[src/design/rv_core_macros.svh]
`ifndef RV_CORE_MACROS_SVH
`define RV_CORE_MACROS_SVH

// datapath widths
`define XLEN        64
`define ILEN        32

// register file geometry
`define REG_COUNT   32
`define REG_IDX_W   5

// first fetch address after reset
`define RESET_PC    64'h0000_0000_8000_0000

// major opcodes, inst[6:0]
`define OPC_LUI     7'b0110111
`define OPC_OP_IMM  7'b0010011
`define OPC_OP      7'b0110011
`define OPC_LOAD    7'b0000011
`define OPC_STORE   7'b0100011
`define OPC_BRANCH  7'b1100011
`define OPC_JAL     7'b1101111

`endif

[src/design/rv_core_pkg.sv]
`include "rv_core_macros.svh"

package rv_core_pkg;

    typedef logic [`XLEN-1:0]      xword_t;
    typedef logic [`ILEN-1:0]      inst_t;
    typedef logic [`XLEN-1:0]      addr_t;
    typedef logic [`REG_IDX_W-1:0] reg_idx_t;

    typedef enum logic [2:0] {
        ALU_ADD,
        ALU_SUB,
        ALU_AND,
        ALU_OR,
        ALU_XOR,
        ALU_PASS_B
    } alu_op_e;

    // write-back source
    typedef enum logic [1:0] {
        WB_ALU,
        WB_LOAD,
        WB_LINK
    } wb_sel_e;

    typedef struct packed {
        alu_op_e alu_op;
        logic    src_imm;
        logic    rd_en;
        wb_sel_e wb_sel;
        logic    is_load;
        logic    is_store;
        logic    is_branch;
        logic    branch_ne;
        logic    is_jal;
    } inst_ctrl_t;

    // instruction bus request
    typedef struct packed {
        addr_t addr;
    } fetch_req_t;

    // data bus request, always full width
    typedef struct packed {
        addr_t  addr;
        xword_t wdata;
        logic   write;
    } mem_req_t;

endpackage

[src/design/exec_alu.sv]
`timescale 1ns/10ps

module exec_alu
    import rv_core_pkg::*;
(
    input  inst_ctrl_t ctrl,
    input  addr_t      pc,
    input  xword_t     rs1_data,
    input  xword_t     rs2_data,
    input  xword_t     imm,
    output xword_t     result,
    output addr_t      target,
    output logic       take_target
);

    xword_t operand_b;
    logic   rs_equal;

    assign operand_b = ctrl.src_imm ? imm : rs2_data;

    // also produces the load/store address
    always_comb begin
        case (ctrl.alu_op)
            ALU_ADD:    result = rs1_data + operand_b;
            ALU_SUB:    result = rs1_data - operand_b;
            ALU_AND:    result = rs1_data & operand_b;
            ALU_OR:     result = rs1_data | operand_b;
            ALU_XOR:    result = rs1_data ^ operand_b;
            ALU_PASS_B: result = operand_b;
            default:    result = '0;
        endcase
    end

    // pc-relative target shared by branches and jal
    assign target = pc + imm;

    assign rs_equal = (rs1_data == rs2_data);

    always_comb begin
        take_target = 1'b0;
        if (ctrl.is_jal) begin
            take_target = 1'b1;
        end else if (ctrl.is_branch) begin
            take_target = rs_equal ^ ctrl.branch_ne;
        end
    end

endmodule

[config.mk]
export PLATFORM = sky130hd
export DESIGN_NAME = exec_alu
export DESIGN_NICKNAME = d
export VERILOG_FILES = /design/src/design/rv_core_pkg.sv /design/src/design/exec_alu.sv
export VERILOG_INCLUDE_DIRS = /design/src /design/src/design
export SDC_FILE = /design/constraint.sdc
export NUM_CORES = 1
export LEC_CHECK = 0
export BUFFER_PORTS_ARGS = -buffer_cell sky130_fd_sc_hd__buf_4
export CAP_MARGIN = 40
export CORE_ASPECT_RATIO = 0.5
export CORE_MARGIN = 2
export CORE_UTILIZATION = 60
export DETAILED_ROUTE_END_ITERATION = 8
export PLACE_DENSITY = 0.87
export SETUP_SLACK_MARGIN = 0.15
export SLEW_MARGIN = 10
export SYNTH_ARGS = -nofsm -noshare
export SYNTH_HDL_FRONTEND = slang
export SYNTH_SLANG_ARGS = --single-unit
[constraint.sdc]
create_clock -name vclk -period 19
set_input_delay 0 -clock vclk [all_inputs]
set_output_delay 0 -clock vclk [all_outputs]
set_load 0.02 [all_outputs]
# Word level (Yosys, flattened, before mapping)
# Cells that the tools add are included.
# W data, S select, Z words.
[word_totals]
register_bits = 0
in_bits = 268
out_inout_bits = 129
elab_cells = 18
[classes]
add_sub_neg = 3
n_eq_ne = 6
mux = 4
bitwise = 4
n_reduce_logical = 1
[ops]
columns = ["cell", "count"]
rows = [
  ["$pmux W64 S6", 1],
  ["$add A64 B64 Y64", 2],
  ["$and A64 B64 Y64", 1],
  ["$eq A64 B64 Y1", 1],
  ["$mux W64", 1],
  ["$or A64 B64 Y64", 1],
  ["$sub A64 B64 Y64", 1],
  ["$xor A64 B64 Y64", 1],
  ["$eq A3 B2 Y1 const B", 2],
  ["$eq A3 B3 Y1 const B", 2],
  ["$eq A3 B1 Y1 const B", 1],
  ["$logic_not A3 Y1", 1],
  ["$mux W1", 2],
  ["$xor A1 B1 Y1", 1],
]

# Longest topological paths before layout
# Gate-level depths: netlist of the first run.
[logic_depth]
depth_word = 4
mapped_depth = 30
depth_no_buf = 20

# Least setup slack after synthesis of the first run
# No wires, ideal clock.
[synth_timing]
path_type = "input to output"
from = "input ctrl[8] (netlist name)"
to = "output result[45]"
arrival_ps = 6670
required_time_ps = 19000
path_slack_ps = 12330
cell_stages = 30
cell_sequence = "buf_6 -> buf_6 -> buf_4 -> clkbuf_1 -> buf_2 -> buf_1 -> buf_2 -> clkbuf_1 -> mux2i_1 -> ha_1 -> nand3_1 -> or2_2 -> or3_1 -> nor2_1 -> and2_1 -> clkbuf_1 -> nor2_1 -> xnor2_1 -> ha_1 -> clkbuf_1 -> a21oi_1 -> o21ai_0 -> or3b_2 -> a21oi_1 -> nor2b_1 -> o221ai_1 -> a221oi_1 -> o21ai_0 -> xnor2_1 -> o21ai_0"
[synth_via]
elab_chain_len = 3
elab_cells_between_ends = 7
[synth_lines]
columns = ["element", "line", "text"]
rows = [
  ["from (decl)", "exec_alu.sv:6", "input inst_ctrl_t ctrl,"],
  ["$mux W64 (*)", "exec_alu.sv:19", "assign operand_b = ctrl.src_imm ? imm : rs2_data;"],
  ["$sub A64 B64 Y64, or another cell as far along", "exec_alu.sv:25", "ALU_SUB: result = rs1_data - operand_b;"],
  ["$pmux W64 S6 (*)", "exec_alu.sv:23", "case (ctrl.alu_op)"],
  ["to (decl)", "exec_alu.sv:11", "output xword_t result,"],
]
# Mark *: on every way between the ends. The rest lies on a longest branch, timed or not.

# Final worst setup path of the first run
[layout_timing]
from = "input ctrl[8] (netlist name)"
to = "output result[57]"
# The elaborated chain is that of the path after synthesis.

==> results of run 1 <==
[layout make-up]
cell class                      instances  area [um^2]  share of cell area [%]
Antenna cell                            6         15.0                  0.0886
Inverter                              164          616                    3.63
Multi-Input combinational cell       1757        12900                    76.2
Tap cell                              307          384                    2.27
Timing Repair Buffer                  402         3020                    17.8
[cells by family (layout without fill, tap and decap cells)]
family / count (synthesis) / in the layout / share of synthesized area (%)
AOI/OAI and AO/OA: 674 / 674 / 30.9
and+or+nand+nor: 512 / 512 / 18.3
adders and majority gates: 258 / 258 / 23.4
buffers and inverters: 255 / 566 / 7.08
xor gates and xnor gates: 245 / 245 / 15.5
muxes: 68 / 68 / 4.99
other: 0 / 6 / 0
[stage by stage]
stage	hold WS, ns	instance area (um^2)	power, uW	worst slack, ns	util, %
floorplan	0.161	13900	456	12.33	-
global placement	0.281	16900	710	12.37	74.3
detailed placement	0.285	16900	720	12.35	74.3
CTS	0.288	16900	723	12.34	74.3
global route	0.297	16900	791	11.85	74.4
finish	0.286	17000	745	11.97	74.4
[worst max-delay path by stage]
stage / start / cells after the start / endpoint
2_1_floorplan: ctrl[8] / 30 / result[45]
3_3_place_gp: ctrl[8] / 20 / result[63]
3_5_place_dp: ctrl[8] / 20 / result[63]
4_1_cts: ctrl[8] / 20 / result[63]
5_1_grt: ctrl[8] / 20 / result[63]
6_report: ctrl[8] / 22 / result[57]
[tightest hold or removal path: cells and delay by family]
kind	cells	cell delay, ns
AO/OA/AOI/OAI	1	0.08
buffers and inverters	2	0.21
[layout by cell type (no fill, tap or decap), drive strengths merged, types with 14 or more instances in the layout]
master	synthesis	layout
or3	14	14
o211ai	36	36
o31ai	18	18
o21a	20	20
nand3	39	39
a22oi	28	28
xor2	46	46
o21ai	134	134
nand4	54	54
nor3	44	44
buf	11	402
a21o	76	76
mux2i	67	67
ha	256	256
a31oi	23	23
xnor2	199	199
nor2	136	136
a21oi	196	196
a22o	14	14
a221oi	20	20
o21bai	18	18
nand2	126	126
nor4	20	20
inv	164	164
o22ai	31	31
and3	15	15
[metal layers]
layer	up-vias	track usage [%]	share of wire, %
met5	-	0	0
met4	0	18.8	4.7
met3	214	10.5	15
met2	1323	66.8	39
met1	8126	66.6	41
li1	8002	-	-
[power groups by stage]
stage	Sequential [uW]	Combinational, uW	Clock [uW]
CTS	0	723	0
detailed placement	0	720	0
floorplan	0	456	0
global placement	0	710	0
finish	0	745	0.0000379
global route	0	791	0.0000282
==> metrics, run 1 <==
max frequency 142 MHz; total negative slack 0 ns; fin cells ~2,600; top-area cell type share of the netlist area between 20% and 30%; leakage ~0.0083 uW; Die Area roughly 24,000 um^2; top post-synthesis cells by area ha_1 23%, xnor2_1 13%, a21oi_1 7.1%; Seq pwr share 0%; CP delay by family, top simple AND/OR/NAND/NOR gates; Final nets roughly 2,900; Placement Rows 39; DRC viols 0; Clock Buffer Count 0; CORE AREA approximately 23,000 um^2; Top Ports around 400; Max VDD drop about 37 uV; Setup crit start kind primary input; die height around 110 um; first-pass GRT wire length 89.9 mm; Slew @ Worst Pin ~0.94 ns; Post-CTS Setup Bufs 0; Yosys cell types 73; Placer Congestion between 1 and 1.5; most frequent cell after synthesis ha_1; status finished clean; P_int between 200 and 300 uW; YS warnings 0; Hold Crit Start ctrl[0]; RSZ-0062 raised after global routing false; power share of the clock group 0%; register area 0 um^2; Post-Syn Instances approximately 2,000; Routed Antenna Nets 0; Comb pwr share 100.0%; Critical Path RT between 15 and 20 ns; switching fraction of total power approximately 60%; final worst-path cycle share a little under two fifths; Final Hold Fails 0; Setup Viol. Count Final 0; Filler cells around 1,900; area grow syn2layout 22.0%; Sw Pwr 445 uW; hold depth 3; power density over cell area about 44 nW/um^2; number of gates resized after cts 0; dpl cells 2,630; Setup CP Type primary input to output port; sequential area share after synthesis 0%; Vias per Instance between 6 and 7; Hold Crit Endpoint take_target; Starting DRT DRC Count around 2,400; vias post-DR around 18,000; critical path arrival 7.03 ns; gr ovfl total 0; total track usage around 47%; CP endpoint kind output port; syn avg cell area between 6 and 7 um^2; mean routed wirelength per cell roughly 23 um; first drt pass iteration count 6; largest area contributor in the netlist ha_1; Max-slew headroom around 37%; share of layout cells above drive strength 1 a little under a fifth; largest net degree at the start of global routing 64; vias in the first global route 15,900; CP dominant cell by count buf_4; max-slew violation count 0; Initial Utilization between 60% and 70%; Hold/Removal Path Class primary input to output port; final worst path period need 7.03 ns; post-DP HPWL 49.7 mm; most common library cells after synthesis 256 x ha_1, 199 x xnor2_1, 196 x a21oi_1; Max-Cap Viols 0; Post-Syn Nets between 2,000 and 3,000; maximum fanout along the worst path 63; Post-Syn Area around 14,000 um^2; CP max stage cell buf_4; Seq Cell Count 0; Max stage delay on crit path ~0.81 ns; CP Buf/Inv Count 4; port bufs around 390; antenna violations before repair 6; final WL approximately 60 mm; critical path, cell by cell buf_4 -> buf_4 -> or3b_1 -> o22ai_2 -> or4b_4 -> nor4_2 -> buf_4 -> nand2_1 -> or3_1 -> nor3_1 -> nor2_1 -> xnor2_1 -> ha_1 -> nand2_1 -> o21ai_0 -> nor2_1 -> o21ba_2 -> a211oi_1 -> o21ai_0 -> and3_1 -> o31ai_1 -> buf_4; cts hold-fix bufs 0; chip width 219 um
Note: power is estimated with default switching activity, not from simulation.
==> inputs of run 2 (changes only) <==
--- a/config.mk
+++ b/config.mk
@@ -10,9 +10,9 @@
 export CAP_MARGIN = 40
 export CORE_ASPECT_RATIO = 0.5
 export CORE_MARGIN = 2
-export CORE_UTILIZATION = 60
+export CORE_UTILIZATION = 56
 export DETAILED_ROUTE_END_ITERATION = 8
-export PLACE_DENSITY = 0.87
+export PLACE_DENSITY = 0.82
 export SETUP_SLACK_MARGIN = 0.15
 export SLEW_MARGIN = 10
 export SYNTH_ARGS = -nofsm -noshare
==> constraint.sdc (replaced) <==
create_clock -name vclk -period 6.54
set_input_delay 0 -clock vclk [all_inputs]
set_output_delay 0 -clock vclk [all_outputs]
set_load 0.02 [all_outputs]
==> run 2 against run 1 <==
Compared with the run above: via count is 2.5% lower; non-clock buffer count rose by 10; worst setup slack lost 12 ns; core utilization down 3.8 points; critical path depth is 1 higher; power increased to 2.9 times the previous value; global-route usage fell by 2.6 points; hold slack worse by 0.0072 ns; final cell count up 1.3%; first-iteration DRC count down 16%; critical path type unchanged; highest routed layer unchanged.
==> metrics, run 2 (synthesized netlist as in run 1, its figures left out) <==
status finished clean; mean routed wirelength per cell about 22 um; RSZ-0062 raised after global routing false; area grow syn2layout 22.8%; final WL around 60 mm; Clock Buffer Count 0; Setup CP Type primary input to output port; final worst-path cycle share a little over nine tenths; Final Hold Fails 0; DRC viols 0; CP endpoint kind output port; die height ~120 um; commonest non-fill, non-tap cell in the layout buf_4; power density over cell area roughly 130 nW/um^2; maximum fanout along the worst path between 40 and 50; Max VDD drop a little over 70 uV; Max-slew headroom approximately 35%; post-DP HPWL between 50 and 60 mm; Final nets ~2,900; gr ovfl total 0; Top Ports 397; total track usage a little over two fifths; Sw Pwr approximately 1300 uW; Comb pwr share between 90% and 100%; antenna violations before repair 4; Setup crit start ctrl[8]; Vias per Instance around 6.5; Initial Utilization between 50% and 60%; port bufs 392; Filler cells 2,159; Placer Congestion approximately 1.0; max-slew violation count 0; Hold/Removal Path Class primary input to output port; first drt pass iteration count 8; Critical Path RT roughly 6.5 ns; switching fraction of total power 59.6%; Setup crit start kind primary input; Seq pwr share 0%; register area 0 um^2; Routed Antenna Nets 0; dpl cells around 2,700; Hold Crit Start ctrl[0]; largest net degree at the start of global routing 66; chip width about 230 um; CORE AREA 24,200 um^2; Max-Cap Viols 0; first-pass GRT wire length between 80 and 90 mm; Slew @ Worst Pin 0.960 ns; leakage about 0.0083 uW; Starting DRT DRC Count roughly 2,100; Setup Viol. Count Final 0; critical path arrival a little over 6 ns; number of gates resized after cts 0; Die Area 26,200 um^2; P_int roughly 880 uW; Post-CTS Setup Bufs 0; final worst path period need 6.19 ns; share of layout cells above drive strength 1 a little under a fifth; most frequent cells in the layout 412 x buf_4, 256 x ha_1, 199 x xnor2_1; power share of the clock group 0%; hold depth 3; footprint of the multi-input gates 12,900 um^2; vias in the first global route between 15,000 and 20,000; max frequency 162 MHz; Hold Crit Endpoint take_target; vias post-DR between 15,000 and 20,000; total negative slack 0 ns; cts hold-fix bufs 0; fin cells between 2,000 and 3,000; Placement Rows 40; Seq Cell Count 0
-- run 2: cell count changes in the layout (fill, tap and decap cells not counted) --
cell     previous run  this run
o31ai_1            18        17
buf_4             402       412
o21ai_0           133       131
diode_2             6         2
o31ai_2             0         1
o21ai_1             1         3
-- run 2: power groups by stage --
stage / Clock [uW] / Sequential [uW] / Combinational, uW
detailed placement: 0 / 0 / 2110
floorplan: 0 / 0 / 1330
CTS: 0 / 0 / 2120
global placement: 0 / 0 / 2090
global route: 0.0000410 / 0 / 2320
finish: 0.0000411 / 0 / 2170
-- run 2: cell type report --
class	instances	area share [%]
repair buffers	412	18.1
well taps	336	2.46
inverters	164	3.61
diodes	2	0.0293
multi-input cells	1757	75.8
-- run 2: per-layer routing --
layer | vias up | global-route usage [%] | wire length [um] | part of all wire (%)
met4 | 0 | 16.4 | 2520 | 4.2
met2 | 1090 | 62.8 | 23600 | 39
met3 | 176 | 11.7 | 8360 | 14
met5 | - | 0 | 0 | 0
li1 | 7997 | - | - | -
met1 | 7969 | 62.5 | 25500 | 43
-- run 2: worst max-delay path by stage --
stage	to	cells past startpoint
floorplan	result[45]	30
global placement	result[58]	23
detailed placement	result[57]	23
CTS	result[57]	23
global route	result[58]	23
finish	result[58]	23
-- run 2: worst max-delay path, cell delays in order --
cell,delay (ns)
buf_4,0.54
mux2i_1,0.50
ha_1,0.30
nand3_1,0.10
or2_2,0.43
or3_1,0.37
nor2_1,0.19
and2_1,0.35
a21oi_1,0.14
xnor2_1,0.15
ha_1,0.38
nand2_1,0.12
nor2_1,0.14
and3b_1,0.17
o21a_1,0.14
a221oi_1,0.08
buf_4,0.19
o21ba_2,0.25
o21ai_0,0.77
a21boi_0,0.25
xor2_1,0.22
o21ai_0,0.20
buf_4,0.18
-- run 2: through the flow --
stage	total power [uW]	hold slack (ns)	utilization [%]	setup WS (ns)	cell area [um^2]
2_1_floorplan	1330	0.161	-	0.213	13900
3_3_place_gp	2090	0.279	70.5	0.817	17100
3_5_place_dp	2110	0.274	70.5	0.659	17100
4_1_cts	2120	0.278	70.5	0.648	17100
5_1_grt	2320	0.290	70.6	0.158	17100
6_report	2170	0.279	70.6	0.353	17100
==> inputs of run 3 (changes only) <==
--- a/config.mk
+++ b/config.mk
@@ -6,7 +6,7 @@
 export SDC_FILE = /design/constraint.sdc
 export NUM_CORES = 1
 export LEC_CHECK = 0
-export BUFFER_PORTS_ARGS = -buffer_cell sky130_fd_sc_hd__buf_4
+export BUFFER_PORTS_ARGS = -buffer_cell sky130_fd_sc_hd__buf_2
 export CAP_MARGIN = 40
 export CORE_ASPECT_RATIO = 0.5
 export CORE_MARGIN = 2
==> constraint.sdc (replaced) <==
create_clock -name vclk -period 5.77
set_input_delay 0.2885 -clock vclk [all_inputs]
set_output_delay 0.2885 -clock vclk [all_outputs]
set_load 0.02 [all_outputs]
==> run 3 against run 2 <==
Compared with the run above: sequential share of layout area did not move; largest cell class unchanged; first-iteration DRC count rose by 3.1%; hold slack improved by 0.59 ns; via count rose by 4.0%; flip-flop and latch count did not move; critical path depth fell by 3; power rose by 15%; global-route usage rose by 0.41 points; worst setup slack got worse by 0.16 ns; clock-buffer cell count did not move; routed wire length rose by 3.5%.
==> metrics, run 3 (synthesized netlist as in run 1, its figures left out) <==
status finished clean; leakage ~0.0086 uW; CP endpoint kind output port; maximum fanout along the worst path 4; max-slew violation count 0; commonest non-fill, non-tap cell in the layout buf_2; Setup crit start kind primary input; total negative slack 0 ns; register area 0 um^2; final worst-path cycle share a little over nine tenths; gr ovfl total 0; Filler cells between 2,000 and 2,500; hold depth 3; Max-slew headroom a little over two fifths; Hold Crit Start ctrl[0]; port bufs around 390; Post-DP Area around 17,000 um^2; Max VDD drop between 80 and 90 uV; total power 2490 uW; Die Area roughly 26,000 um^2; max frequency 179 MHz; Final Hold Fails 0; Critical Path RT between 5 and 6 ns; mean routed wirelength per cell 22.3 um; Placement Rows 40; Vias per Instance roughly 6.4; antenna violations before repair 17; first drt pass iteration count 6; die height around 120 um; Hold/Removal Path Class primary input to output port; first-pass GRT wire length 89.6 mm; critical path arrival approximately 5.3 ns; dpl cells around 2,800; final WL between 60 and 70 mm; Starting DRT DRC Count approximately 2,100; vias in the first global route about 16,000; share of layout cells above drive strength 1 24.4%; CORE AREA 24,200 um^2; DRC viols 0; final worst path period need approximately 5.6 ns; Seq Cell Count 0; Routed Antenna Nets 0; Setup Viol. Count Final 0; Hold Crit Endpoint take_target; Max-Cap Viols 0; Setup CP Type primary input to output port; post-DP HPWL 51.3 mm; Initial Utilization between 50 and 60%; DP Worst Slack 0.0443 ns; fin worst setup slack between 0.15 and 0.2 ns; Final nets 2,960; most frequent cells in the layout 376 x buf_2, 252 x ha_1, 198 x xnor2_1; Slew @ Worst Pin between 0.8 and 0.9 ns; total track usage 44.4%; cts hold-fix bufs 0; Placer Congestion 1.04; Top Ports 397; chip width 227 um; Clock Buffer Count 0; RSZ-0062 raised after global routing true; fin cells 2,790; area grow syn2layout 24.7%; vias post-DR approximately 18,000; post-route design area 17,300 um^2; largest net degree at the start of global routing 63; power density over cell area roughly 140 nW/um^2
==> run 3: per-stage QoR <==
| stage | hold slack [ns] | utilization [%] |
|---|---|---|
| floorplan | 0.738 | - |
| CTS | 0.868 | 69.5 |
| global route | 0.903 | 71.6 |
| global placement | 0.866 | 69.5 |
| finish | 0.871 | 71.6 |
| detailed placement | 0.866 | 69.5 |
==> run 3: area by class of cell <==
| class | instances | area [um^2] | share of cell area [%] |
|---|---|---|---|
| diodes | 22 | 55.1 | 0.318 |
| inverters | 164 | 616 | 3.56 |
| multi-input cells | 1757 | 13200 | 76.4 |
| well taps | 336 | 420 | 2.43 |
| repair buffers | 511 | 3000 | 17.3 |
==> run 3: timing repair <==
item,CTS,global route
setup buffers,0,15
cloned,0,1
endpoints found under the setup margin,5,19
resized for setup,4,90
pin swaps,0,39
==> run 3: layer usage <==
metal,share of wire (%),up-vias,wire length (um),track usage (%)
li1,-,8232,-,-
met1,42,8350,26000,63.8
met2,40,1195,25000,64.8
met3,15,139,9040,10.1
met4,3.2,2,2000,14.5
met5,0.021,-,13,0
==> run 3: power breakdown <==
group	total (uW)	internal (uW)	switching [uW]
Combinational	2490	970	1520
Clock	0.000310	0.000310	0
Sequential	0	0	0
==> run 3: worst max-delay path, cell delays in order <==
cell	delay, ns
buf_2	0.16
nor4b_4	0.29
o211ai_2	0.16
or4b_4	0.60
or3_4	0.39
or2_1	0.25
or4_4	0.56
nor4_4	0.30
and3b_2	0.31
a21oi_2	0.08
xnor2_1	0.13
ha_1	0.35
nand4_1	0.17
or3_4	0.45
buf_4	0.15
nor2_1	0.12
o21ai_2	0.09
mux2i_1	0.15
nand3_1	0.14
buf_6	0.17
==> run 3: how the worst max path moves through the flow <==
| stage | from | to | slack (ns) | depth (start not counted) |
|---|---|---|---|---|
| detailed placement | ctrl[8] | result[60] | 0.04 | 24 |
| global placement | ctrl[8] | result[60] | 0.14 | 24 |
| CTS | ctrl[8] | result[60] | 0.19 | 21 |
| finish | imm[10] | result[61] | 0.19 | 20 |
| floorplan | ctrl[8] | result[58] | 0.16 | 27 |
| global route | imm[10] | result[61] | 0.007 | 22 |
