===== src/design/rv_core_macros.svh =====
`ifndef RV_CORE_MACROS_SVH
`define RV_CORE_MACROS_SVH

// datapath widths
`define XLEN        64
`define ILEN        32

// register file geometry
`define REG_COUNT   32
`define REG_IDX_W   5

// first fetch address after reset
`define RESET_PC    64'h0000_0000_8000_0000

// major opcodes, inst[6:0]
`define OPC_LUI     7'b0110111
`define OPC_OP_IMM  7'b0010011
`define OPC_OP      7'b0110011
`define OPC_LOAD    7'b0000011
`define OPC_STORE   7'b0100011
`define OPC_BRANCH  7'b1100011
`define OPC_JAL     7'b1101111

`endif


===== src/design/rv_core_pkg.sv =====
`include "rv_core_macros.svh"

package rv_core_pkg;

    typedef logic [`XLEN-1:0]      xword_t;
    typedef logic [`ILEN-1:0]      inst_t;
    typedef logic [`XLEN-1:0]      addr_t;
    typedef logic [`REG_IDX_W-1:0] reg_idx_t;

    typedef enum logic [2:0] {
        ALU_ADD,
        ALU_SUB,
        ALU_AND,
        ALU_OR,
        ALU_XOR,
        ALU_PASS_B
    } alu_op_e;

    // write-back source
    typedef enum logic [1:0] {
        WB_ALU,
        WB_LOAD,
        WB_LINK
    } wb_sel_e;

    typedef struct packed {
        alu_op_e alu_op;
        logic    src_imm;
        logic    rd_en;
        wb_sel_e wb_sel;
        logic    is_load;
        logic    is_store;
        logic    is_branch;
        logic    branch_ne;
        logic    is_jal;
    } inst_ctrl_t;

    // instruction bus request
    typedef struct packed {
        addr_t addr;
    } fetch_req_t;

    // data bus request, always full width
    typedef struct packed {
        addr_t  addr;
        xword_t wdata;
        logic   write;
    } mem_req_t;

endpackage


===== src/design/load_store_unit.sv =====
`timescale 1ns/10ps

module load_store_unit
    import rv_core_pkg::*;
(
    input  logic     inst_selfdefine,
    input  logic     reset,
    input  addr_t    addr,
    input  xword_t   store_data,
    input  logic     is_store,
    input  logic     mem_done,
    input  xword_t   mem_data_read,
    output mem_req_t mem_req_next,
    output xword_t   load_data
);

    xword_t load_q;

    assign mem_req_next.addr  = addr;
    assign mem_req_next.wdata = store_data;
    assign mem_req_next.write = is_store;

    always_ff @(posedge inst_selfdefine) begin
        if (reset) begin
            load_q <= '0;
        end else if (mem_done) begin
            load_q <= mem_data_read;
        end
    end

    // bus data on the handshake so the write lands on that edge,
    // held value afterwards
    assign load_data = mem_done ? mem_data_read : load_q;

endmodule


===== config.mk =====
export PLATFORM = sky130hd
export DESIGN_NAME = load_store_unit
export DESIGN_NICKNAME = d
export VERILOG_FILES = /design/src/design/rv_core_pkg.sv /design/src/design/load_store_unit.sv
export VERILOG_INCLUDE_DIRS = /design/src /design/src/design
export SDC_FILE = /design/constraint.sdc
export NUM_CORES = 1
export LEC_CHECK = 0
export ABC_AREA = 1
export BUFFER_PORTS_ARGS = -buffer_cell sky130_fd_sc_hd__buf_2
export CAP_MARGIN = 15
export CORE_AREA = 4 4 149 151
export DETAILED_ROUTE_END_ITERATION = 8
export DIE_AREA = 0 0 153 155
export PLACE_DENSITY_LB_ADDON = 0.2
export SYNTH_ARGS = -nofsm -noshare
export SYNTH_HDL_FRONTEND = slang
export SYNTH_SLANG_ARGS = --single-unit

===== constraint.sdc =====
create_clock -name inst_selfdefine -period 0.9 [get_ports inst_selfdefine]
set_clock_uncertainty 0.15 [all_clocks]
set_input_delay 0.135 -clock inst_selfdefine [delete_from_list [all_inputs] [get_ports inst_selfdefine]]
set_output_delay 0.135 -clock inst_selfdefine [all_outputs]
set_load 0.02 [all_outputs]

Yosys cells after proc, flatten, opt, wreduce, memory -nomap -nowiden. Index checks and enable logic that the tools add are counted.

Bits in registers: 64. Bits of input ports: 196. Output and inout port bits: 193.

Mux-type cells: 1.

Operators with widths (count): 2-to-1 mux 64 bit (1).

Longest topological paths before layout. Gate-level depths: netlist (run 1).

Depth in word-level cells: 1. Depth in mapped cells: 5. Depth with buffers taken out: 4.

Worst setup path after synthesis (run 1). No wires, ideal clock.

Kind: input to output. Start: in mem_done. End: out load_data[62]. Data required time: 0.615 ns. Cell stages on the path: 5. Path slack: -0.022 ns. Arrival time: 0.637 ns. Path buffers: 2. Cell sequence: buf_6 -> buf_6 -> nand2_1 -> nand2_1 -> inv_1.

Longest elaborated chain between the ends: 1.

Ends and longest elaborated chain: start, declared (line load_store_unit.sv:11) `input logic mem_done,`; 2-to-1 mux 64 bit; end, declared (line load_store_unit.sv:14) `output xword_t load_data`.

No other way between the ends.

Final worst setup path (run 1).
Start: reg load_q[56]. End: out load_data[56].

Longest elaborated chain between the ends: 1.

Ends and longest elaborated chain: start, declared (line load_store_unit.sv:17) `xword_t load_q;`; start signal, assigned (line load_store_unit.sv:27) `load_q <= mem_data_read;`; 2-to-1 mux 64 bit.

No other way between the ends.

==> results of run 1 <==
==> synthesized netlist by cell type <==
library cell,instances
dfxtp_1,64
nand2_1,192
nor2_1,64
inv_1,192
inv_2,1
buf_6,13
buf_2,7
buf_4,129
==> through the flow <==
stage | setup WS [ns] | area, sq um | util [%]
floorplan | 0.01361 | 4119 | -
global route | -0.4503 | 5972 | 28.68
finish | -0.3676 | 5972 | 28.68
detailed placement | -0.3572 | 4529 | 21.75
global placement | -0.3591 | 4529 | 21.75
CTS | -0.4029 | 5883 | 28.25
==> critical path, delay by kind of cell (launching register included) <==
kind	cells	cell delay (ns)
AND/OR/NAND/NOR	2	0.17
buffers and inverters	3	0.21
flip-flops	1	0.29
==> layer usage <==
layer | vias up | wire (um)
met2 | 135 | 5594
li1 | 1824 | -
met1 | 1582 | 3633
met5 | - | 0
met4 | 0 | 789
met3 | 70 | 1080
==> timing repair <==
item | in CTS | in global routing
gates cloned | 0 | 0
pin swaps | 63 | 76
setup endpoints to repair | 67 | 126
gates resized for setup | 194 | 180
buffers inserted | 66 | 19
==> power breakdown <==
group          switching (uW)  internal [uW]
registers                56.2           3050
clock network            1230           2100
logic                    1360           1460
total                    2640           6610
==> layout make-up <==
class                   count  area [sq um]
clock inverters             4         47.55
inverters                 193         726.9
flip-flops and latches     64          1316
fillers                  2376         14850
repair buffers            223          1999
multi-input cells         256          1309
well taps                 275         344.1
clock buffers              10         229.0
==> cell families after synthesis <==
| kind of cell | count (synthesis) | synth area share, % |
|---|---|---|
| buffers and inverters | 342 | 45.53 |
| and+or+nand+nor | 256 | 23.34 |
| DFF | 64 | 31.12 |
==> how the worst max path moves through the flow <==
stage,startpoint,to,slack (ns),depth (start not counted)
2_1_floorplan,mem_done,load_data[10],0.01,5
3_3_place_gp,mem_done,load_data[57],-0.36,6
3_5_place_dp,mem_done,load_data[52],-0.36,6
4_1_cts,load_q[1],load_data[1],-0.40,5
5_1_grt,mem_done,load_data[33],-0.45,7
6_report,load_q[56],load_data[56],-0.37,5
==> results.ini, run 1 <==
[worst_setup_path]
crit_path_start_kind = flop
arrival_ns = 0.98
cp_slowest_cell = dfxtp_1
setup.worst_path.class = reg2out
rr_startpoint = load_q[4]
crit_fanout = 2
reg2reg_setup_slack_ns = -0.32
required_ns = 0.61
critPathMaxStageDelay_ns = 0.29
regToRegEndpoint = load_q[4]
cp-end-kind = primary output
crit_chain = inv_1 > nand2_1 > nand2_2 > inv_2 > buf_6
reg2reg_depth = 8

[final_layout]
mostFrequentLayoutCells = buf_6 (114), nand2_1 (109), inv_1 (103)
largest_reg_flops = 64
fin_nets = 943
final_common_cell = buf_6
largest_registers = load_q x64
drive_gt1_share_pct = 62.53
finalNonFillerCells = 1025
regMostFlops = load_q
antenna-diode-count = 0
area_delta_synth_final_pct = 45.08

[global_route]
grt_usage_pct = 9.530
grt_pass1_wl_um = 18060
grt_pass1_vias = 3682
use_met1_pct = 9.079
grt.busiest_layer = met2
grtUsageMet3_pct = 3.227
overflow = 0
grt.met2_usage_pct = 16.48
grt_max_degree = 39
antenna_found_initial = 0

[sta]
setup_ws_ns = -0.3676
setup_viol = 80
period_minus_slack_ns = 1.268
max_freq_ghz = 0.7889
rsz0062_at_grt = true
final_max_slew_viol_count = 0
worst_slew_pin_slew_ns = 0.2489
hold_ws_ns = 0.06561
tns_ns = -23.52
post-route-period-util_pct = 140.8
slew_headroom_pct = 83.41
hold_viol_final = 0

[outcome]
outcome = complete, but fails checks
violations = negative setup slack

[detailed_routing]
avgViaCountPerCell = 3.523
via_count = 3611
ant_nets = 0
drtPass1Iterations = 4
wl_um = 11100
wl_per_cell_um = 10.83
drt_iter0_drc = 64
drc_errors = 0

[hold_path]
hold_end = load_q[43]
min_delay_path_depth = 6
min_from = mem_data_read[43]
hp-class = in2reg

[placement]
place_inst = 985
post-dp-hpwl_um = 8046
io_buffers = 130
place.gp.congestion = 0.7088

[die]
core_area_sq_um = 20820
fp.dieW_um = 153
dieArea_sq_um = 23720
initial_core_util_pct = 19.77
num_rows = 53
die_y_um = 155
num_io_pins = 389

[clocking]
htree_levels = 3
clk_pin_slew_ns = 0.05
hold_buffers = 0
cts_tree = yes
cts_num_sinks = 64
cts_root_buf = clkbuf_16
clock_latency_ns = 0.33
clockBufferDepth = 2
cts_made_buffers = 9

[pwr]
power_leakage_uw = 0.003365
ir_drop_mv = 0.7441
p_total_uw = 9253
powerDensity_nw_per_um2 = 1549

[synth]
synth_cell_types = 8
synth_top_area_share_pct = 31.12
synth_area_leader_cell = dfxtp_1
ys_warn_count = 0
synth-seq-cells = 64
synth_nets = 858
synth.cell_area_sq_um = 4116
synth_area_per_cell_sq_um = 6.218
synth_cells = 662
synth_area_leaders = dfxtp_1 (31%), buf_4 (24%), inv_1 (18%)
ys_seq_area_share_pct = 31.12

[flow_run]
cap_violations = 0

Power figures use the tool's default switching activity.
==> inputs of run 2 (changes only) <==
--- a/config.mk
+++ b/config.mk
@@ -7,11 +7,11 @@
 export NUM_CORES = 1
 export LEC_CHECK = 0
 export ABC_AREA = 1
-export BUFFER_PORTS_ARGS = -buffer_cell sky130_fd_sc_hd__buf_2
 export CAP_MARGIN = 15
 export CORE_AREA = 4 4 149 151
 export DETAILED_ROUTE_END_ITERATION = 8
 export DIE_AREA = 0 0 153 155
+export DONT_BUFFER_PORTS = 1
 export PLACE_DENSITY_LB_ADDON = 0.2
 export SYNTH_ARGS = -nofsm -noshare
 export SYNTH_HDL_FRONTEND = slang
==> run 2 against run 1 <==
Net effect: the run ends with negative hold slack, negative setup slack left; clock-buffer cell count up 3; power down 12%; critical path depth down 1; die area unchanged; critical path type unchanged; largest power group unchanged.
==> results.ini, run 2 (synthesized netlist as in run 1, its figures left out) <==
[final_layout]
regMostFlops = load_q
finalNonFillerCells = 836  ; -18%
final_util_pct = 21.30  ; -7.4 points
regArea_sq_um = 1305  ; -0.86%
multi_input_area_sq_um = 1259  ; -3.8%
largest_registers = load_q x64
antenna-diode-count = 0  ; unchanged
n_fill_cell = 2458  ; +3.5%
final_common_cell = inv_1
area_delta_synth_final_pct = 7.751
drive_gt1_share_pct = 43.85  ; -19 points
mostFrequentLayoutCells = inv_1 (110), nand2_1 (108), nand2_2 (80)
largest_reg_flops = 64  ; unchanged
fin_nets = 752  ; -20%
final_area_sq_um = 4436  ; -26%

[worst_setup_path]
path_buf_inv = 2  ; -1
cp-end-kind = primary output
cp_slowest_cell = dfxtp_1
arrival_ns = 0.90  ; -0.08 ns
crit_chain = inv_1 > nand2_1 > nand2_2 > inv_4
required_ns = 0.61  ; about the same
crit_path_start_kind = flop
crit_family = flip-flops
setup.worst_path.class = reg2out
crit_fanout = 2  ; unchanged
critPathMaxStageDelay_ns = 0.30  ; about the same

[sta]
slew_headroom_pct = 91.16  ; +7.8 points
worst_slew_pin_slew_ns = 0.1325  ; -0.1164 ns
post-route-period-util_pct = 131.8  ; -9.0 points
setup_viol = 64  ; -20%
setup_ws_ns = -0.2864  ; +0.08125 ns
tns_ns = -17.05  ; +6.465 ns
hold_viol_final = 64  ; +64
max_freq_ghz = 0.8429  ; +6.8%
period_minus_slack_ns = 1.186  ; -0.08125 ns
rsz0062_at_grt = true
hold_ws_ns = -0.2774  ; -0.3430 ns
final_max_slew_viol_count = 0  ; unchanged

[die]
fp.dieW_um = 153  ; unchanged
initial_core_util_pct = 19.77  ; unchanged
dieArea_sq_um = 23720  ; unchanged
num_io_pins = 389  ; unchanged
die_y_um = 155  ; unchanged
num_rows = 53  ; unchanged
core_area_sq_um = 20820  ; unchanged

[clocking]
cts_made_buffers = 9  ; unchanged
cts_tree = yes
htree_levels = 3  ; unchanged
cts_root_buf = clkbuf_16
clockBufferDepth = 2  ; unchanged
cts_num_sinks = 64  ; unchanged
clock_latency_ns = 0.33  ; about the same
clk_pin_slew_ns = 0.06  ; about the same

[detailed_routing]
ant_nets = 0  ; unchanged
wl_um = 10160  ; -8.5%
via_count = 2911  ; -19%
wl_per_cell_um = 12.15  ; +12%
drt_iter0_drc = 59  ; -7.8%
avgViaCountPerCell = 3.482  ; -1.2%
drc_errors = 0  ; unchanged
drtPass1Iterations = 5  ; +1

[placement]
io_buffers = 0  ; -100%
place.gp.congestion = 0.6746  ; -4.8%
place_inst = 792  ; -20%
place_area_sq_um = 3393  ; -25%
post-dp-hpwl_um = 7290  ; -9.4%

[outcome]
outcome = complete, but fails checks
violations = negative hold slack, negative setup slack

[global_route]
grt_usage_pct = 8.076  ; -1.5 points
use_met1_pct = 7.208  ; -1.9 points
grt_max_degree = 66  ; +69%
antenna_found_initial = 0  ; unchanged
grt_pass1_vias = 2637  ; -28%
grt.busiest_layer = met2
grt.met2_usage_pct = 13.55  ; -2.9 points
grt_pass1_wl_um = 14620  ; -19%
grtUsageMet3_pct = 3.394  ; +0.17 points
overflow = 0  ; unchanged

[pwr]
ir_drop_mv = 0.7592  ; +2.0%
powerDensity_nw_per_um2 = 1834  ; +18%
p_total_uw = 8133  ; -12%
power_leakage_uw = 0.002409  ; -28%

[hold_path]
hp-class = in2reg

[flow_run]
cap_violations = 0  ; unchanged

==> run 2: changes by cell type in the layout (fill, tap and decap cells not counted), moves of 9 or more <==
cell / change
dfxtp_1: +9
nor2_2: -14
nor2_1: +19
inv_2: -70
buf_4: -28
dfxtp_2: -9
inv_4: +63
buf_2: -66
buf_6: -96
==> run 2: routing by layer <==
| layer | up-vias | part of all wire [%] | routed length [um] |
|---|---|---|---|
| met1 | 1259 | 32 | 3252 |
| li1 | 1446 | - | - |
| met3 | 67 | 9.7 | 980 |
| met2 | 139 | 51 | 5140 |
| met5 | - | 0 | 0 |
| met4 | 0 | 7.7 | 782 |
==> run 2: stage by stage <==
stage          hold WS, ns  setup slack (ns)
6_report           -0.2774           -0.2864
3_3_place_gp       0.06681          -0.07669
3_5_place_dp       0.06738          -0.08313
2_1_floorplan       0.2004           0.01361
4_1_cts            -0.3033           -0.3206
5_1_grt            -0.3110           -0.3509
==> run 2: worst paths after layout <==
check / cells past startpoint / start / slack [ns] / endpoint
worst min-delay path: 1 / reset / -0.28 / load_q[12]
worst max register to register: 5 / load_q[48] / 0.01 / load_q[48]
worst min register to register: 4 / load_q[18] / 0.40 / load_q[18]
worst max-delay path: 4 / load_q[60] / -0.29 / load_data[60]
==> run 2: area by class of cell <==
cell class | count | area share, %
sequential | 64 | 29.42
clock buffer | 13 | 6.093
timing repair buffer | 32 | 8.068
inverter | 193 | 19.94
tap | 275 | 7.757
multi-input combinational | 256 | 28.38
clock inverter | 3 | 0.3385
==> run 2: power breakdown <==
group / internal (uW) / total (uW) / leakage, uW / switching [uW]
clock network: 2080 / 3340 / 0.000145 / 1270
registers: 3050 / 3100 / 0.000538 / 52.1
logic: 599 / 1690 / 0.00173 / 1090
==> run 2: what timing repair did <==
action	CTS	global route
buffers inserted	16	15
resized for setup	111	119
endpoints found under the setup margin	64	80
hold endpoints to repair	64	64
pin swaps	14	49
==> inputs of run 3 (changes only) <==
--- a/config.mk
+++ b/config.mk
@@ -8,10 +8,11 @@
 export LEC_CHECK = 0
 export ABC_AREA = 1
 export CAP_MARGIN = 15
-export CORE_AREA = 4 4 149 151
+export CORE_AREA = 4 4 151 153
 export DETAILED_ROUTE_END_ITERATION = 8
-export DIE_AREA = 0 0 153 155
+export DIE_AREA = 0 0 155 157
 export DONT_BUFFER_PORTS = 1
+export GPL_TIMING_DRIVEN = 0
 export PLACE_DENSITY_LB_ADDON = 0.2
 export SYNTH_ARGS = -nofsm -noshare
 export SYNTH_HDL_FRONTEND = slang
==> run 3 against run 2 <==
Net effect: the run still ends with negative hold slack, negative setup slack left; register-to-register slack about the same; power increased by 8.3%; via count increased by 19%; first-iteration DRC count decreased by 5.1%; utilization increased by 3.5 points.
==> results.ini, run 3 (synthesized netlist as in run 1, its figures left out) <==
[detailed_routing]
ant_nets = 0  ; unchanged
via_count = 3470  ; +19%
avgViaCountPerCell = 3.555  ; +2.1%
wl_met2_um = 6322  ; +23%
drc_errors = 0  ; unchanged
top_layer_used = met4
wl_met3_um = 1076  ; +9.8%
wl_um = 11830  ; +17%
drt_iter0_drc = 56  ; -5.1%
drtPass1Iterations = 4  ; -1
wl_per_cell_um = 12.12  ; -0.21%
wirelength_met1_um = 4286  ; +32%

[hold_path]
min_delay_path_depth = 4  ; +3
hp-class = in2reg
hold_end = load_q[3]
min_from = mem_data_read[3]

[die]
die_y_um = 157  ; +1.3%
initial_core_util_pct = 19.10  ; -0.67 points
core_area_sq_um = 21550  ; +3.5%
dieArea_sq_um = 24340  ; +2.6%
num_rows = 54  ; +1.9%
num_io_pins = 389  ; unchanged
fp.dieW_um = 155  ; +1.3%

[sta]
hold_ws_ns = -0.1068  ; +0.1706 ns
post-route-period-util_pct = 133.1  ; +1.2 points
rsz0062_at_grt = true
setup_viol = 66  ; +3.1%
setup_ws_ns = -0.2976  ; -0.01116 ns
final_max_slew_viol_count = 0  ; unchanged
period_minus_slack_ns = 1.198  ; +0.01116 ns
hold_viol_final = 48  ; -25%
max_freq_ghz = 0.8350  ; -0.93%
worst_slew_pin_slew_ns = 0.2739  ; +0.1413 ns
slew_headroom_pct = 81.74  ; -9.4 points

[outcome]
outcome = complete, but fails checks
violations = negative hold slack, negative setup slack

[pwr]
ir_drop_mv = 0.7300  ; -3.8%
powerDensity_nw_per_um2 = 1650  ; -10%
power_leakage_uw = 0.003020  ; +25%

[worst_setup_path]
setup.worst_path.class = reg2out
crit_family = flip-flops
arrival_ns = 0.91  ; about the same
reg2reg_setup_slack_ns = 0  ; about the same
required_ns = 0.61  ; about the same
rr_startpoint = load_q[9]
cp-end-kind = primary output
reg2reg_depth = 5  ; unchanged
crit_fanout = 2  ; unchanged
crit_path_start_kind = flop
cp_slowest_cell = dfxtp_1
regToRegEndpoint = load_q[9]
critPathMaxStageDelay_ns = 0.31  ; about the same
path_buf_inv = 2  ; unchanged
crit_chain = inv_1 > nand2_1 > nand2_2 > inv_4

[clocking]
clock_latency_ns = 0.33  ; about the same
cts_made_buffers = 9  ; unchanged
cts_tree = yes
clockBufferDepth = 2  ; unchanged
clk_pin_slew_ns = 0.06  ; about the same
cts_num_sinks = 64  ; unchanged
cts_root_buf = clkbuf_16
htree_levels = 3  ; unchanged

[placement]
io_buffers = 0  ; unchanged
place_area_sq_um = 4469  ; +32%
place.gp.congestion = 0.7306  ; +8.3%
post-dp-hpwl_um = 9464  ; +30%
post-place-ws_ns = -0.1822  ; -0.09906 ns

[final_layout]
area_delta_synth_final_pct = 29.70
mostFrequentLayoutCells = buf_4 (139), inv_1 (113), nand2_1 (112)
drive_gt1_share_pct = 53.02  ; +9.2 points
n_fill_cell = 2467  ; +0.37%
largest_reg_flops = 64  ; unchanged
regMostFlops = load_q
fin_nets = 890  ; +18%
antenna-diode-count = 0  ; unchanged
largest_registers = load_q x64
final_common_cell = buf_4
final_util_pct = 24.77  ; +3.5 points
final_area_sq_um = 5339  ; +20%

[flow_run]
cap_violations = 0  ; unchanged

[global_route]
overflow = 0  ; unchanged
grt_pass1_wl_um = 15840  ; +8.4%
grt_usage_pct = 8.543  ; +0.47 points
grt_max_degree = 11  ; -83%
grt_pass1_vias = 3043  ; +15%
antenna_found_initial = 0  ; unchanged

run 3: changes by cell type in the layout (fill, tap and decap cells not counted), moves of 3 or more:
cell | before | now
dfxtp_1 | 45 | 48
buf_4 | 10 | 139
clkbuf_8 | 3 | 0
nor2_1 | 51 | 54
dfxtp_2 | 19 | 16
nand2_1 | 108 | 112
buf_2 | 0 | 7
buf_6 | 18 | 24
nor2_4 | 7 | 2
buf_12 | 4 | 0
inv_1 | 110 | 113
run 3: cell type report:
class,instances,area [sq um],share of cell area (%)
Multi-Input combinational cell,256,1206,22.59
Clock inverter,4,25.02,0.4687
Clock buffer,9,225.2,4.218
Tap cell,280,350.3,6.562
Sequential cell,64,1301,24.37
Buffer,149,1150,21.54
Inverter,193,882.1,16.52
Timing Repair Buffer,21,198.9,3.726
run 3: tightest hold or removal path, cell delays in order:
cell	delay, ns
inv_1	0.03
nand2_1	0.05
nand2_2	0.08
nor2_1	0.04
run 3: power by group:
part / leakage [uW] / internal, uW / switching, uW
clock network: 0.000119 / 1800 / 1290
registers: 0.000537 / 3040 / 51.5
logic: 0.00236 / 939 / 1680
total: 0.00302 / 5790 / 3020
run 3: timing repair:
action	CTS	global route
pin swaps	11	35
buffers inserted	11	15
cloned	0	0
hold endpoints to repair	63	50
endpoints found under the setup margin	64	75
resized for setup	86	116
run 3: per-layer routing:
layer / GRT usage, % / vias to the layer above
met3: 2.557 / 5
met1: 9.268 / 1541
met4: 3.406 / 0
met2: 15.57 / 201
li1: - / 1723
met5: 0 / -
run 3: through the flow:
stage	total power [uW]	TNS (ns)	std cells	hold slack (ns)
2_1_floorplan	5068	0	662	0.2004
3_3_place_gp	5363	-18.24	942	0.2237
3_5_place_dp	5357	-17.57	942	0.2225
4_1_cts	8864	-19.66	966	-0.1318
5_1_grt	9381	-21.64	976	-0.1111
6_report	8812	-17.14	976	-0.1068
run 3: worst max path at each step:
stage / startpoint / endpoint / slack (ns) / cells after the start
after global placement: reset / load_q[52] / -0.20 / 3
after floorplan: mem_done / load_data[10] / 0.01 / 5
final: load_q[57] / load_data[57] / -0.30 / 4
after detailed placement: reset / load_q[31] / -0.18 / 3
after CTS: load_q[11] / load_data[11] / -0.33 / 4
after global routing: load_q[11] / load_data[11] / -0.36 / 4
